==> config.mk <==
export PLATFORM = sky130hd
export DESIGN_NAME = pcie_f2c_top
export DESIGN_NICKNAME = d
export VERILOG_FILES = /design/src/design/pcie_dma_pkg.sv /design/src/design/pcie_reg_pkg.sv /design/src/design/pcie_f2c_top.sv /design/src/design/dma_desc_builder.sv /design/src/design/rb_pointer_select.sv /design/src/design/pio_reg_file.sv
export VERILOG_INCLUDE_DIRS = /design/src /design/src/design
export SDC_FILE = /design/constraint.sdc
export NUM_CORES = 2
export LEC_CHECK = 0
export ABC_AREA = 0
export CAP_MARGIN = 20
export CORE_MARGIN = 8
export CORE_UTILIZATION = 40
export CTS_CLUSTER_SIZE = 28
export DETAILED_ROUTE_END_ITERATION = 8
export DONT_BUFFER_PORTS = 1
export HOLD_SLACK_MARGIN = 0.08
export RECOVER_POWER = 50
export REMOVE_ABC_BUFFERS = 1
export SYNTH_ARGS = -nofsm -noshare
export SYNTH_HDL_FRONTEND = slang
export SYNTH_SLANG_ARGS = --single-unit
==> constraint.sdc <==
create_clock -name pcie_clk -period 13.03 [get_ports pcie_clk]
set_input_delay 3.2575 -clock pcie_clk [delete_from_list [all_inputs] [get_ports pcie_clk]]
set_output_delay 3.2575 -clock pcie_clk [all_outputs]
set_load 0.01 [all_outputs]
==> src/design/pcie_defs.svh <==
`ifndef PCIE_DEFS_SVH
`define PCIE_DEFS_SVH

// core pages and ring pointers
`define PCIE_NB_CORES         4
`define PCIE_CORE_IDW         4
`define PCIE_RB_AWIDTH        16

// PIO port geometry, byte addressed with 128-bit data
`define PCIE_PIO_AWIDTH       8
`define PCIE_PIO_DWIDTH       128
`define PCIE_PIO_BEWIDTH      16

// one page holds four dwords, so the page index starts at bit 4
`define PCIE_REGS_PER_PAGE    4
`define PCIE_PAGE_LSB         4
`define PCIE_CTRL_PAGE        4

// dword offsets inside a core page
`define PCIE_REG_TAIL         0
`define PCIE_REG_HEAD         1
`define PCIE_REG_KMEM_LO      2
`define PCIE_REG_KMEM_HI      3
// dword offset inside the control page
`define PCIE_REG_CTRL         0

// slots are 64 bytes
`define PCIE_SLOT_BYTES_LOG2  6
`define PCIE_DESC_LEN_W       24

`endif
==> src/design/pcie_dma_pkg.sv <==
`include "pcie_defs.svh"

package pcie_dma_pkg;

    // publish request from the upstream data source
    typedef struct packed {
        logic [`PCIE_RB_AWIDTH-1:0] size;
    } rb_update_t;

    // write descriptor for the DMA engine
    // dest_addr is the kernel buffer byte address of the first slot
    typedef struct packed {
        logic [63:0]                 dest_addr;
        logic [`PCIE_DESC_LEN_W-1:0] length_bytes;
        logic [`PCIE_CORE_IDW-1:0]   core_id;
    } dma_desc_t;

endpackage

==> src/design/pcie_reg_pkg.sv <==
`include "pcie_defs.svh"

package pcie_reg_pkg;

    // global control word, enable sits in bit 0
    typedef struct packed {
        logic [4:0]  total_core;
        logic [25:0] rb_size;
        logic        enable;
    } ctrl_reg_t;

    // CPU write bundle
    typedef struct packed {
        logic [`PCIE_PIO_AWIDTH-1:0]  address;
        logic [`PCIE_PIO_DWIDTH-1:0]  writedata;
        logic [`PCIE_PIO_BEWIDTH-1:0] byteenable;
        logic                         write;
    } pio_write_t;

    // ring context of the core being served
    typedef struct packed {
        logic [`PCIE_RB_AWIDTH-1:0] head;
        logic [`PCIE_RB_AWIDTH-1:0] tail;
        logic [63:0]                kmem_addr;
    } ring_ctx_t;

    // hardware tail write into the register pages
    typedef struct packed {
        logic                       valid;
        logic [`PCIE_CORE_IDW-1:0]  core_id;
        logic [`PCIE_RB_AWIDTH-1:0] new_tail;
    } tail_update_t;

    // per-core views handed to the pointer stage
    typedef logic [`PCIE_NB_CORES-1:0][`PCIE_RB_AWIDTH-1:0] core_heads_t;
    typedef logic [`PCIE_NB_CORES-1:0][63:0]                core_kmem_t;

endpackage

==> src/design/pcie_f2c_top.sv <==
`timescale 1ns/1ps
`include "pcie_defs.svh"

module pcie_f2c_top (
    input  logic                           pcie_clk,
    input  logic                           pcie_reset_n,

    // PIO port from the CPU
    input  pcie_reg_pkg::pio_write_t       pio_wr,
    input  logic [`PCIE_PIO_AWIDTH-1:0]    rd_address,
    input  logic                           rd,
    output logic [`PCIE_PIO_DWIDTH-1:0]    readdata,
    output logic                           readdatavalid,

    // upstream update request
    input  logic                           upd_req,
    input  pcie_dma_pkg::rb_update_t       upd_data,
    output logic                           upd_ack,

    // DMA write descriptor port
    output logic                           desc_req,
    output pcie_dma_pkg::dma_desc_t        desc_data,
    input  logic                           desc_ack
);

    pcie_reg_pkg::ctrl_reg_t       ctrl;
    pcie_reg_pkg::core_heads_t     heads;
    pcie_reg_pkg::core_kmem_t      kmem_addrs;
    pcie_reg_pkg::tail_update_t    tail_upd;
    pcie_reg_pkg::ring_ctx_t       ctx;
    logic [`PCIE_CORE_IDW-1:0]     core_id;
    logic                          tail_done;
    logic [`PCIE_RB_AWIDTH-1:0]    new_tail;

    pio_reg_file u_pio_reg_file (
        .pcie_clk      (pcie_clk),
        .pcie_reset_n  (pcie_reset_n),
        .pio_wr        (pio_wr),
        .rd_address    (rd_address),
        .rd            (rd),
        .readdata      (readdata),
        .readdatavalid (readdatavalid),
        .tail_upd      (tail_upd),
        .ctrl          (ctrl),
        .heads         (heads),
        .kmem_addrs    (kmem_addrs)
    );

    rb_pointer_select u_rb_pointer_select (
        .pcie_clk      (pcie_clk),
        .pcie_reset_n  (pcie_reset_n),
        .ctrl          (ctrl),
        .heads         (heads),
        .kmem_addrs    (kmem_addrs),
        .tail_done     (tail_done),
        .new_tail      (new_tail),
        .ctx           (ctx),
        .core_id       (core_id),
        .tail_upd      (tail_upd)
    );

    dma_desc_builder u_dma_desc_builder (
        .pcie_clk      (pcie_clk),
        .pcie_reset_n  (pcie_reset_n),
        .ctrl          (ctrl),
        .ctx           (ctx),
        .core_id       (core_id),
        .upd_req       (upd_req),
        .upd_data      (upd_data),
        .upd_ack       (upd_ack),
        .desc_req      (desc_req),
        .desc_data     (desc_data),
        .desc_ack      (desc_ack),
        .tail_done     (tail_done),
        .new_tail      (new_tail)
    );

endmodule

==> src/design/dma_desc_builder.sv <==
`timescale 1ns/1ps
`include "pcie_defs.svh"

module dma_desc_builder (
    input  logic                          pcie_clk,
    input  logic                          pcie_reset_n,
    input  pcie_reg_pkg::ctrl_reg_t       ctrl,
    input  pcie_reg_pkg::ring_ctx_t       ctx,
    input  logic [`PCIE_CORE_IDW-1:0]     core_id,
    input  logic                          upd_req,
    input  pcie_dma_pkg::rb_update_t      upd_data,
    output logic                          upd_ack,
    output logic                          desc_req,
    output pcie_dma_pkg::dma_desc_t       desc_data,
    input  logic                          desc_ack,
    output logic                          tail_done,
    output logic [`PCIE_RB_AWIDTH-1:0]    new_tail
);

    // one bit wider than rb_size so sums do not overflow
    localparam int SW = 27;

    typedef enum logic [1:0] {
        S_IDLE,
        S_CHECK,
        S_ISSUE,
        S_RELEASE
    } state_t;

    state_t                      state;
    logic [`PCIE_RB_AWIDTH-1:0]  size_q;
    logic [SW-1:0]               ring_slots;
    logic [SW-1:0]               head_w;
    logic [SW-1:0]               tail_w;
    logic [SW-1:0]               used_slots;
    logic [SW-1:0]               tail_sum;
    logic                        space_ok;
    logic                        go;

    assign ring_slots = SW'(ctrl.rb_size);
    assign head_w     = SW'(ctx.head);
    assign tail_w     = SW'(ctx.tail);
    assign tail_sum   = tail_w + SW'(size_q);

    // occupancy from head to tail, then free space minus the guard slot
    always_comb begin
        if (tail_w >= head_w) begin
            used_slots = tail_w - head_w;
        end else begin
            used_slots = tail_w + ring_slots - head_w;
        end
        space_ok = (ring_slots != '0) && (used_slots < ring_slots) &&
                   (ring_slots - used_slots - 1'b1 >= SW'(size_q));
    end

    assign go = (state == S_CHECK) && ctrl.enable && space_ok;

    always_ff @(posedge pcie_clk) begin
        if (!pcie_reset_n) begin
            state     <= S_IDLE;
            upd_ack   <= 1'b0;
            desc_req  <= 1'b0;
            tail_done <= 1'b0;
        end else begin
            tail_done <= 1'b0;
            case (state)
                S_IDLE: begin
                    if (upd_req) begin
                        state <= S_CHECK;
                    end
                end
                S_CHECK: begin
                    // hold here while disabled or ring full
                    if (go) begin
                        desc_req <= 1'b1;
                        state    <= S_ISSUE;
                    end
                end
                S_ISSUE: begin
                    if (desc_ack) begin
                        desc_req  <= 1'b0;
                        tail_done <= 1'b1;
                        upd_ack   <= 1'b1;
                        state     <= S_RELEASE;
                    end
                end
                S_RELEASE: begin
                    // both partners must have let go
                    if (!upd_req && !desc_ack) begin
                        upd_ack <= 1'b0;
                        state   <= S_IDLE;
                    end
                end
                default: begin
                    state <= S_IDLE;
                end
            endcase
        end
    end

    // payload, held stable from ISSUE until the next request
    always_ff @(posedge pcie_clk) begin
        if (state == S_IDLE && upd_req) begin
            size_q <= upd_data.size;
        end
        if (go) begin
            desc_data.dest_addr    <= ctx.kmem_addr +
                                      (64'(ctx.tail) << `PCIE_SLOT_BYTES_LOG2);
            desc_data.length_bytes <= `PCIE_DESC_LEN_W'(size_q) << `PCIE_SLOT_BYTES_LOG2;
            desc_data.core_id      <= core_id;
            // wrap the tail at the ring size
            if (tail_sum >= ring_slots) begin
                new_tail <= `PCIE_RB_AWIDTH'(tail_sum - ring_slots);
            end else begin
                new_tail <= `PCIE_RB_AWIDTH'(tail_sum);
            end
        end
    end

endmodule

==> src/design/rb_pointer_select.sv <==
`timescale 1ns/1ps
`include "pcie_defs.svh"

module rb_pointer_select (
    input  logic                            pcie_clk,
    input  logic                            pcie_reset_n,
    input  pcie_reg_pkg::ctrl_reg_t         ctrl,
    input  pcie_reg_pkg::core_heads_t       heads,
    input  pcie_reg_pkg::core_kmem_t        kmem_addrs,
    input  logic                            tail_done,
    input  logic [`PCIE_RB_AWIDTH-1:0]      new_tail,
    output pcie_reg_pkg::ring_ctx_t         ctx,
    output logic [`PCIE_CORE_IDW-1:0]       core_id,
    output pcie_reg_pkg::tail_update_t      tail_upd
);

    localparam int SEL_W = $clog2(`PCIE_NB_CORES);

    // local copy of every tail
    logic [`PCIE_RB_AWIDTH-1:0] tails [`PCIE_NB_CORES];
    logic [4:0]                 active_cores;
    logic [4:0]                 core_inc;
    logic [SEL_W-1:0]           core_sel;

    assign core_sel = core_id[SEL_W-1:0];
    assign core_inc = 5'(core_id) + 5'd1;

    // zero counts as one core, and never more than there are pages
    always_comb begin
        if (ctrl.total_core == 5'd0) begin
            active_cores = 5'd1;
        end else if (ctrl.total_core > 5'(`PCIE_NB_CORES)) begin
            active_cores = 5'(`PCIE_NB_CORES);
        end else begin
            active_cores = ctrl.total_core;
        end
    end

    always_ff @(posedge pcie_clk) begin
        if (!pcie_reset_n) begin
            for (int c = 0; c < `PCIE_NB_CORES; c++) begin
                tails[c] <= '0;
            end
            core_id <= '0;
            ctx     <= '0;
        end else begin
            if (tail_done) begin
                tails[core_sel] <= new_tail;
                // round robin over the active cores
                if (core_inc >= active_cores) begin
                    core_id <= '0;
                end else begin
                    core_id <= core_id + 1'b1;
                end
            end
            ctx.head      <= heads[core_sel];
            ctx.tail      <= tails[core_sel];
            ctx.kmem_addr <= kmem_addrs[core_sel];
        end
    end

    // tail goes back to the register page in the same cycle
    always_comb begin
        tail_upd.valid    = tail_done;
        tail_upd.core_id  = core_id;
        tail_upd.new_tail = new_tail;
    end

endmodule

==> src/design/pio_reg_file.sv <==
`timescale 1ns/1ps
`include "pcie_defs.svh"

module pio_reg_file (
    input  logic                              pcie_clk,
    input  logic                              pcie_reset_n,
    input  pcie_reg_pkg::pio_write_t          pio_wr,
    input  logic [`PCIE_PIO_AWIDTH-1:0]       rd_address,
    input  logic                              rd,
    output logic [`PCIE_PIO_DWIDTH-1:0]       readdata,
    output logic                              readdatavalid,
    input  pcie_reg_pkg::tail_update_t        tail_upd,
    output pcie_reg_pkg::ctrl_reg_t           ctrl,
    output pcie_reg_pkg::core_heads_t         heads,
    output pcie_reg_pkg::core_kmem_t          kmem_addrs
);

    localparam int SEL_W  = $clog2(`PCIE_NB_CORES);
    localparam int PAGE_W = `PCIE_PIO_AWIDTH - `PCIE_PAGE_LSB;

    // dwords 1..3 of every core page, the tail lives apart
    logic [31:0]                  page_regs [`PCIE_NB_CORES][1:`PCIE_REGS_PER_PAGE-1];
    logic [`PCIE_RB_AWIDTH-1:0]   tails [`PCIE_NB_CORES];
    pcie_reg_pkg::ctrl_reg_t      ctrl_q;

    logic [PAGE_W-1:0]            wr_page;
    logic [PAGE_W-1:0]            rd_page;
    logic [`PCIE_PIO_DWIDTH-1:0]  rd_word;
    logic [`PCIE_PIO_DWIDTH-1:0]  rd_word_q;
    logic                         rd_q;

    assign wr_page = pio_wr.address[`PCIE_PIO_AWIDTH-1:`PCIE_PAGE_LSB];
    assign rd_page = rd_address[`PCIE_PIO_AWIDTH-1:`PCIE_PAGE_LSB];

    // CPU writes and hardware tail writes
    always_ff @(posedge pcie_clk) begin
        if (!pcie_reset_n) begin
            for (int c = 0; c < `PCIE_NB_CORES; c++) begin
                tails[c] <= '0;
                for (int i = 1; i < `PCIE_REGS_PER_PAGE; i++) begin
                    page_regs[c][i] <= '0;
                end
            end
            ctrl_q <= '0;
        end else begin
            if (pio_wr.write) begin
                if (wr_page < PAGE_W'(`PCIE_NB_CORES)) begin
                    // dword 0 is the tail, skipped on purpose
                    for (int i = 1; i < `PCIE_REGS_PER_PAGE; i++) begin
                        if (pio_wr.byteenable[i*4 +: 4] == 4'hf) begin
                            page_regs[wr_page[SEL_W-1:0]][i] <= pio_wr.writedata[i*32 +: 32];
                        end
                    end
                end else if (wr_page == PAGE_W'(`PCIE_CTRL_PAGE)) begin
                    if (pio_wr.byteenable[`PCIE_REG_CTRL*4 +: 4] == 4'hf) begin
                        ctrl_q <= pcie_reg_pkg::ctrl_reg_t'(
                            pio_wr.writedata[`PCIE_REG_CTRL*32 +: 32]);
                    end
                end
            end
            if (tail_upd.valid) begin
                tails[tail_upd.core_id[SEL_W-1:0]] <= tail_upd.new_tail;
            end
        end
    end

    // page mux for readback, unused dwords read as zero
    always_comb begin
        rd_word = '0;
        if (rd_page < PAGE_W'(`PCIE_NB_CORES)) begin
            rd_word[`PCIE_REG_TAIL*32 +: 32] = 32'(tails[rd_page[SEL_W-1:0]]);
            for (int i = 1; i < `PCIE_REGS_PER_PAGE; i++) begin
                rd_word[i*32 +: 32] = page_regs[rd_page[SEL_W-1:0]][i];
            end
        end else if (rd_page == PAGE_W'(`PCIE_CTRL_PAGE)) begin
            rd_word[`PCIE_REG_CTRL*32 +: 32] = ctrl_q;
        end
    end

    // two-stage read pipeline
    always_ff @(posedge pcie_clk) begin
        if (!pcie_reset_n) begin
            rd_q          <= 1'b0;
            readdatavalid <= 1'b0;
        end else begin
            rd_q          <= rd;
            readdatavalid <= rd_q;
        end
    end

    always_ff @(posedge pcie_clk) begin
        rd_word_q <= rd_word;
        readdata  <= rd_word_q;
    end

    // views for the pointer stage
    always_comb begin
        for (int c = 0; c < `PCIE_NB_CORES; c++) begin
            heads[c]      = page_regs[c][`PCIE_REG_HEAD][`PCIE_RB_AWIDTH-1:0];
            kmem_addrs[c] = {page_regs[c][`PCIE_REG_KMEM_HI],
                             page_regs[c][`PCIE_REG_KMEM_LO]};
        end
    end

    assign ctrl = ctrl_q;

endmodule

Yosys cells after proc, flatten, opt, wreduce, memory -nomap -nowiden
Memory sizes are Yosys's and may differ from the RTL's. A register that Yosys moved wholly into a read port is not among the register bits.
Cells that the tools add are included.
{"block": "totals", "regBits": 399, "mem_bits_rw": 512, "input_bits": 182, "out_inout_bits": 223, "elab_cells": 132, "memories": 3}
{"block": "classes", "n_addsub": 10, "n_lt_le_gt_ge": 9, "eq_ne": 13, "mux": 51, "bitwise": 2, "reduce_logical": 24}
{"memory": "u_pio_reg_file.page_regs", "depth": 4, "width": 96, "read_ports": 5, "rd_clocked_by_memory_dff": 1, "write_ports": 4, "line": "pio_reg_file.sv:22", "source": "logic [31:0] page_regs [`PCIE_NB_CORES][1:`PCIE_REGS_PER_PAGE-1];"}
{"memory": "u_pio_reg_file.tails", "depth": 4, "width": 16, "read_ports": 1, "rd_clocked_by_memory_dff": 0, "write_ports": 4, "line": "pio_reg_file.sv:23", "source": "logic [`PCIE_RB_AWIDTH-1:0] tails [`PCIE_NB_CORES];"}
{"memory": "u_rb_pointer_select.tails", "depth": 4, "width": 16, "read_ports": 1, "rd_clocked_by_memory_dff": 1, "write_ports": 4, "line": "rb_pointer_select.sv:20", "source": "logic [`PCIE_RB_AWIDTH-1:0] tails [`PCIE_NB_CORES];"}
{"op": "binary-select mux 64 bit (select 2 bit)", "count": 1}
{"op": "2-to-1 mux 16 bit", "count": 6}
{"op": "2-to-1 mux 96 bit", "count": 1}
{"op": "OR reduction 96 bit", "count": 1}
{"op": "adder 64 x 22 -> 64 bit", "count": 1}
{"op": "2-to-1 mux 64 bit", "count": 1}
{"op": "binary-select mux 16 bit (select 2 bit)", "count": 1}
{"op": "OR reduction 16 bit", "count": 2}
{"op": "adder 16 x 26 -> 27 bit", "count": 1}
{"op": ">= comparator 27 x 16 -> 1 bit", "count": 1}
{"op": "less-than comparator 27 x 26 -> 1 bit", "count": 1}
{"op": "2-to-1 mux 27 bit", "count": 1}
{"op": "nonzero test 27 bit", "count": 1}
{"op": "subtractor 26 x 27 -> 27 bit", "count": 1}
{"op": "subtractor 27 x 1 -> 27 bit, second input constant", "count": 1}
{"op": "subtractor 27 x 16 -> 27 bit", "count": 1}
{"op": ">= comparator 17 x 26 -> 1 bit", "count": 1}
{"op": "2-to-1 mux 1 bit", "count": 26}
{"op": "adder 16 x 16 -> 17 bit", "count": 1}
{"op": "subtractor 16 x 16 -> 17 bit", "count": 1}
{"op": "equality test 4 bit, second input constant", "count": 4}
{"op": ">= comparator 16 bit", "count": 1}
{"op": "subtractor 16 bit", "count": 1}
{"op": "2-to-1 mux 2 bit", "count": 7}
{"op": "other kinds (26)", "count": 45}

Logic depth before layout (Yosys ltp)
{"block": "logic_depth", "depth_word": 10, "mapped_depth": 34, "depth_no_buf": 34}

By module
A second synthesis with hierarchy kept.
{"block": "unflattened", "cells_unflattened": 3908, "hier_area_um2": 49596.3}
{"mod": "pio_reg_file", "instances": 1, "cells_each": 1990, "area_each_um2": 29254.3, "seq_area_each_um2": 19258.5}
{"mod": "dma_desc_builder", "instances": 1, "cells_each": 1398, "area_each_um2": 12577.1, "seq_area_each_um2": 3583.4}
{"mod": "rb_pointer_select", "instances": 1, "cells_each": 520, "area_each_um2": 7764.9, "seq_area_each_um2": 3923.8}

Worst setup path before layout
OpenSTA, ideal clock, no wires.
{"block": "synth_timing", "kind": "register -> register", "from": "reg, netlist name u_rb_pointer_select.ctx[65]", "to": "reg, netlist name u_dma_desc_builder.desc_data[0]", "setup_ns": 0.559, "arrival_ns": 9.763, "t_required_ns": 12.471, "setup_slack_ns": 2.708, "path_stages_with_launch": 33, "n_path_buf": 1, "synth_period_minus_slack_ns": 10.322, "cell_sequence": "dfxtp_1 > inv_1 > fa_1 > inv_1 > ha_1 > a21o_1 > a21oi_1 > o21bai_1 > a21oi_1 > xnor2_1 > nor2_1 > nor2_1 > ha_1 > buf_2 > a21o_1 > or3_1 > or2_2 > a21oi_1 > o21ai_0 > and2_1 > o21ai_0 > nand2b_1 > xnor2_1 > ha_1 > and3_1 > nand3_1 > o221a_1 > o211a_1 > o311a_1 > nand3_1 > nor4_1 > and4_1 > nor2_1"}
{"block": "synth_between", "elab_chain_cells": 8, "elab_cells_between_ends": 12, "cone_classes": "5 x add/sub; 3 x order compare; 1 x mux; 3 x reduce/logical"}
{"item": "adder 16 x 26 -> 27 bit", "line": "dma_desc_builder.sv:50", "source": "used_slots = tail_w + ring_slots - head_w;"}
{"item": "subtractor 27 x 16 -> 27 bit", "line": "dma_desc_builder.sv:50"}
{"item": "2-to-1 mux 27 bit *", "line": "dma_desc_builder.sv:47", "source": "if (tail_w >= head_w) begin"}
{"item": "subtractor 26 x 27 -> 27 bit", "line": "dma_desc_builder.sv:53", "source": "(ring_slots - used_slots - 1'b1 >= SW'(size_q));"}
{"item": "subtractor 27 x 1 -> 27 bit", "line": "dma_desc_builder.sv:53"}
{"item": ">= comparator 27 x 16 -> 1 bit", "line": "dma_desc_builder.sv:53"}
{"item": "logical AND 1 bit *", "line": "dma_desc_builder.sv:52", "source": "space_ok = (ring_slots != '0) && (used_slots < ring_slots) &&"}
{"item": "logical AND 1 bit *", "line": "dma_desc_builder.sv:56", "source": "assign go = (state == S_CHECK) && ctrl.enable && space_ok;"}
{"item": "net u_dma_desc_builder.go", "line": "dma_desc_builder.sv:38", "source": "logic go;"}
The timed path passes the listed nets; every way through them passes the cells marked *.
A chain may end at the register's enable or synchronous reset.

Worst setup path in the final report
{"block": "layout_timing", "from": "reg u_pio_reg_file.ctrl_q, in the netlist u_pio_reg_file.ctrl[2]", "to": "reg, netlist name u_dma_desc_builder.desc_data[58]"}
{"block": "layout_between", "elab_chain_cells": 8, "elab_cells_between_ends": 11, "cone_classes": "4 x add/sub; 2 x order compare; 1 x mux; 4 x reduce/logical"}
{"item": "from (decl)", "line": "pio_reg_file.sv:24", "source": "pcie_reg_pkg::ctrl_reg_t ctrl_q;"}
{"item": "from (signal assigned)", "line": "pio_reg_file.sv:56", "source": "ctrl_q <= pcie_reg_pkg::ctrl_reg_t'("}
{"item": "adder 16 x 26 -> 27 bit", "line": "dma_desc_builder.sv:50"}
{"item": "subtractor 27 x 16 -> 27 bit", "line": "dma_desc_builder.sv:50"}
{"item": "2-to-1 mux 27 bit", "line": "dma_desc_builder.sv:47"}
{"item": "subtractor 26 x 27 -> 27 bit", "line": "dma_desc_builder.sv:53"}
{"item": "subtractor 27 x 1 -> 27 bit", "line": "dma_desc_builder.sv:53"}
{"item": ">= comparator 27 x 16 -> 1 bit", "line": "dma_desc_builder.sv:53"}
{"item": "logical AND 1 bit *", "line": "dma_desc_builder.sv:52"}
{"item": "logical AND 1 bit *", "line": "dma_desc_builder.sv:56"}
{"item": "net u_dma_desc_builder.go", "line": "dma_desc_builder.sv:38"}
Marked as above.

==> results.sh <==
export IMPL_status="finished with violations"
export IMPL_violations="max-capacitance violations, max-slew violations"
export IMPL_internal_power_mw=5.66
export IMPL_routed_wl_mm=116
export IMPL_max_cap_violations=15
export IMPL_worst_r2r_startpoint="u_pio_reg_file.ctrl[2]"
export IMPL_rows=121
export IMPL_slew_violations=438
export IMPL_synth_edff_count=564
export IMPL_dp_cells=4687
export IMPL_ant_nets=0
export IMPL_start_kind="register"
export IMPL_synth_distinct_cells=82
export IMPL_finalSetupViolCount=0
export IMPL_final_util=0.451
export IMPL_fmax_mhz=122
export IMPL_synth_avg_cell_area_um2=13.0
export IMPL_crit_path_end_kind="register"
export IMPL_pwr_share_comb=0.151
export IMPL_ioPinCount=405
export IMPL_worstPathRequired_ps=13340
export IMPL_synth_cells=3392
export IMPL_hpwlAfterDp_mm=75.0
export IMPL_arrival_ps=8510
export IMPL_first_iter_violations=1609
export IMPL_vias=25741
export IMPL_grt_pass1_vias=26383
export IMPL_antenna_found_initial=6
export IMPL_crit_buf_inv=3
export IMPL_htreeDepth=3
export IMPL_swShare=0.260
export IMPL_fin_tns_setup_ps=0
export IMPL_peakVddDrop_uv=126
export IMPL_ys_ff_latch=959
export IMPL_ys_warn_count=0
export IMPL_hp_class="register to register"
export IMPL_gp_congestion=0.899
export IMPL_p_sw_mw=1.99
export IMPL_nFillCells=9922
export IMPL_crit_slowest_cell="nor2_4"
export IMPL_cts_resized_gates=0
export IMPL_cts_tree="built"
export IMPL_worst_r2r_setup_slack_ps=4830
export IMPL_fin_nets=3754
export IMPL_clockPowerShare=0.393
export IMPL_wl_per_cell_um=23.7
export IMPL_coreArea_mm2=0.109
export IMPL_cts_hold_buf=0
export IMPL_finalHoldViolCount=0
export IMPL_die_area_mm2=0.121
export IMPL_grt_max_degree=173
export IMPL_die_x_um=348
export IMPL_synthArstFlopShare=0
export IMPL_viasPerCell=5.27
export IMPL_crit_path_max_incr_delay_ps=830
export IMPL_clk_pin_slew_ps=60
export IMPL_crit_family="simple AND/OR/NAND/NOR gates"
export IMPL_r2r_cells=31
export IMPL_final_common_cell="edfxtp_1"
export IMPL_path_depth=31
export IMPL_firstDrtPassIters=5
export IMPL_yosysTopAreaCell="edfxtp_1"
export IMPL_powerDensity_mw_per_mm2=156
export IMPL_synth_top_cell_area_share=0.384
export IMPL_fin_skew_ps=42.0
export IMPL_r2r_end="u_dma_desc_builder.desc_data[58]"
export IMPL_ys_seq_area_frac=0.564
export IMPL_fin_crit_ps=8200
export IMPL_die_y_um=348
export IMPL_area_growth_pct=11.6
export IMPL_final_cell_mix="edfxtp_1, and2_1, dfxtp_1, mux4_2, ha_1"
export IMPL_start_util=0.404
export IMPL_grt_pass1_wl_mm=171
export IMPL_drc=0
export IMPL_cts_root_buf="clkbuf_16"
export IMPL_grt_overflow_total=0
export IMPL_period_share=0.629
export IMPL_crit_path_end="u_dma_desc_builder.desc_data[58]"
export IMPL_p_leak_nw=18.1
export IMPL_drive_gt1_frac=0.136
export IMPL_crit_type="register to register"
export IMPL_numClockSinks=959
export IMPL_hold_depth=0
export IMPL_startpoint="u_pio_reg_file.ctrl[2]"
export IMPL_yosys_top_cells_area="edfxtp_1, dfxtp_1, mux4_2, and2_1, ha_1"
export IMPL_grtUsageTotal=0.186
export IMPL_p_total_mw=7.65
export IMPL_cts_setup_buffers=0
export IMPL_placed_area_mm2=0.0457
export IMPL_synth_area_mm2=0.0441
export IMPL_worstMarginPinSlew_ps=3460
export IMPL_cts_buffers=101
export IMPL_final_area_mm2=0.0492
export IMPL_io_buffers=0
export IMPL_cts_buffer_depth=3
export IMPL_synthFlopType="edfxtp_1"
export IMPL_relSlewSlack=-1.30
export IMPL_stdcell_count=4886
export IMPL_pwr_share_seq=0.455
export IMPL_clock_latency_ps=690
export IMPL_rsz0062_at_grt="false"
export IMPL_crit_path_max_fanout=68
## state kept, by name, indices dropped and copies added, names as in the netlist, 2 cells and up
| name | cells |
|---|---|
| u_dma_desc_builder.desc_data | 84 |
| u_dma_desc_builder.new_tail | 16 |
| u_dma_desc_builder.size_q | 16 |
| u_dma_desc_builder.state | 2 |
| u_pio_reg_file.ctrl | 32 |
| u_pio_reg_file.page_regs | 384 |
| u_pio_reg_file.rd_word_q | 128 |
| u_pio_reg_file.readdata | 128 |
| u_pio_reg_file.tails | 48 |
| u_rb_pointer_select.core_id | 4 |
| u_rb_pointer_select.ctx | 96 |
| u_rb_pointer_select.tails | 16 |
## metal layers
layer  share of wire  up-vias  track usage
met5         0.00014        -            0
met4           0.036        2       0.0656
met3           0.068      200       0.0477
met2            0.47      694        0.308
met1            0.42    12757        0.238
li1                -    12088            -
## worst min-delay path by stage
stage | from | to | slack [ps]
after floorplan | u_pio_reg_file.rd_word_q[0] | u_pio_reg_file.readdata[0] | 310
after global placement | u_pio_reg_file.rd_word_q[98] | u_pio_reg_file.readdata[98] | 310
after detailed placement | u_pio_reg_file.rd_word_q[7] | u_pio_reg_file.readdata[7] | 310
after CTS | u_pio_reg_file.rd_word_q[109] | u_pio_reg_file.readdata[109] | 310
after global routing | u_pio_reg_file.rd_word_q[56] | u_pio_reg_file.readdata[56] | 330
final | u_pio_reg_file.rd_word_q[109] | u_pio_reg_file.readdata[109] | 320
## synthesized netlist by cell type, types with 7 or more instances
master and instances:
nor2_1 108, edfxtp_1 564, a211oi_1 9, a22o_1 16, xor2_1 32, o211ai_1 7, buf_2 9, inv_1 168
a21o_1 40, and4_1 8, a21oi_1 93, nand3_1 36, xnor2_1 103, nor2b_1 17, ha_1 174, buf_1 26
nand2_1 162, nor4_1 9, or2_2 8, and3_1 39, nand2b_1 22, o21a_1 28, dfxtp_1 395, a21boi_0 37
buf_4 8, mux2_2 16, o21bai_1 22, a31oi_1 11, o21ai_0 76, clkbuf_1 115, fa_1 21, mux4_2 208
nor3_1 23, and2_1 658, nand4_1 31
## per-stage QoR
| stage | hold WS, ps | setup slack, ps |
|---|---|---|
| final | 319 | 4830 |
| after global placement | 312 | 4830 |
| after detailed placement | 312 | 4840 |
| after global routing | 328 | 4260 |
| after CTS | 309 | 4810 |
| after floorplan | 310 | 1950 |
## power by group through the flow
stage	Clock [mW]	Sequential (mW)	Combinational (mW)
5_1_grt	3.20	3.50	1.29
6_report	3.01	3.48	1.16
3_3_place_gp	0	3.55	1.15
2_1_floorplan	0	3.51	0.896
4_1_cts	3.08	3.49	1.16
3_5_place_dp	0	3.55	1.15
## worst register-to-register path, delay by kind of cell, from the launching register on
| family | cells | cell delay [ps] |
|---|---|---|
| XOR/XNOR | 2 | 220 |
| AO/OA/AOI/OAI | 11 | 2340 |
| adder cells (fa/ha/maj) | 4 | 1590 |
| flip-flops | 1 | 420 |
| AND/OR/NAND/NOR | 11 | 2390 |
| buffers and inverters | 3 | 670 |
## cell type report
type | instances | area, um^2 | area share
Sequential cell | 959 | 24800 | 0.505
Clock buffer | 148 | 3140 | 0.0638
Tap cell | 1414 | 1770 | 0.0360
Timing Repair Buffer | 34 | 211 | 0.00430
Clock inverter | 44 | 438 | 0.00890
Antenna cell | 6 | 15.0 | 0.000305
Inverter | 168 | 631 | 0.0128
Multi-Input combinational cell | 2113 | 18100 | 0.369
## cells by family after synthesis
logic type,after synthesis,share of synthesized area
buf+inv,328,0.0292
xor+xnor,135,0.0268
simple gates,1145,0.147
fa+ha+maj,195,0.0589
mux,231,0.112
flops,959,0.564
other cells,2,0.000170
compound gates,397,0.0620
(Power assumes the default switching activity.)
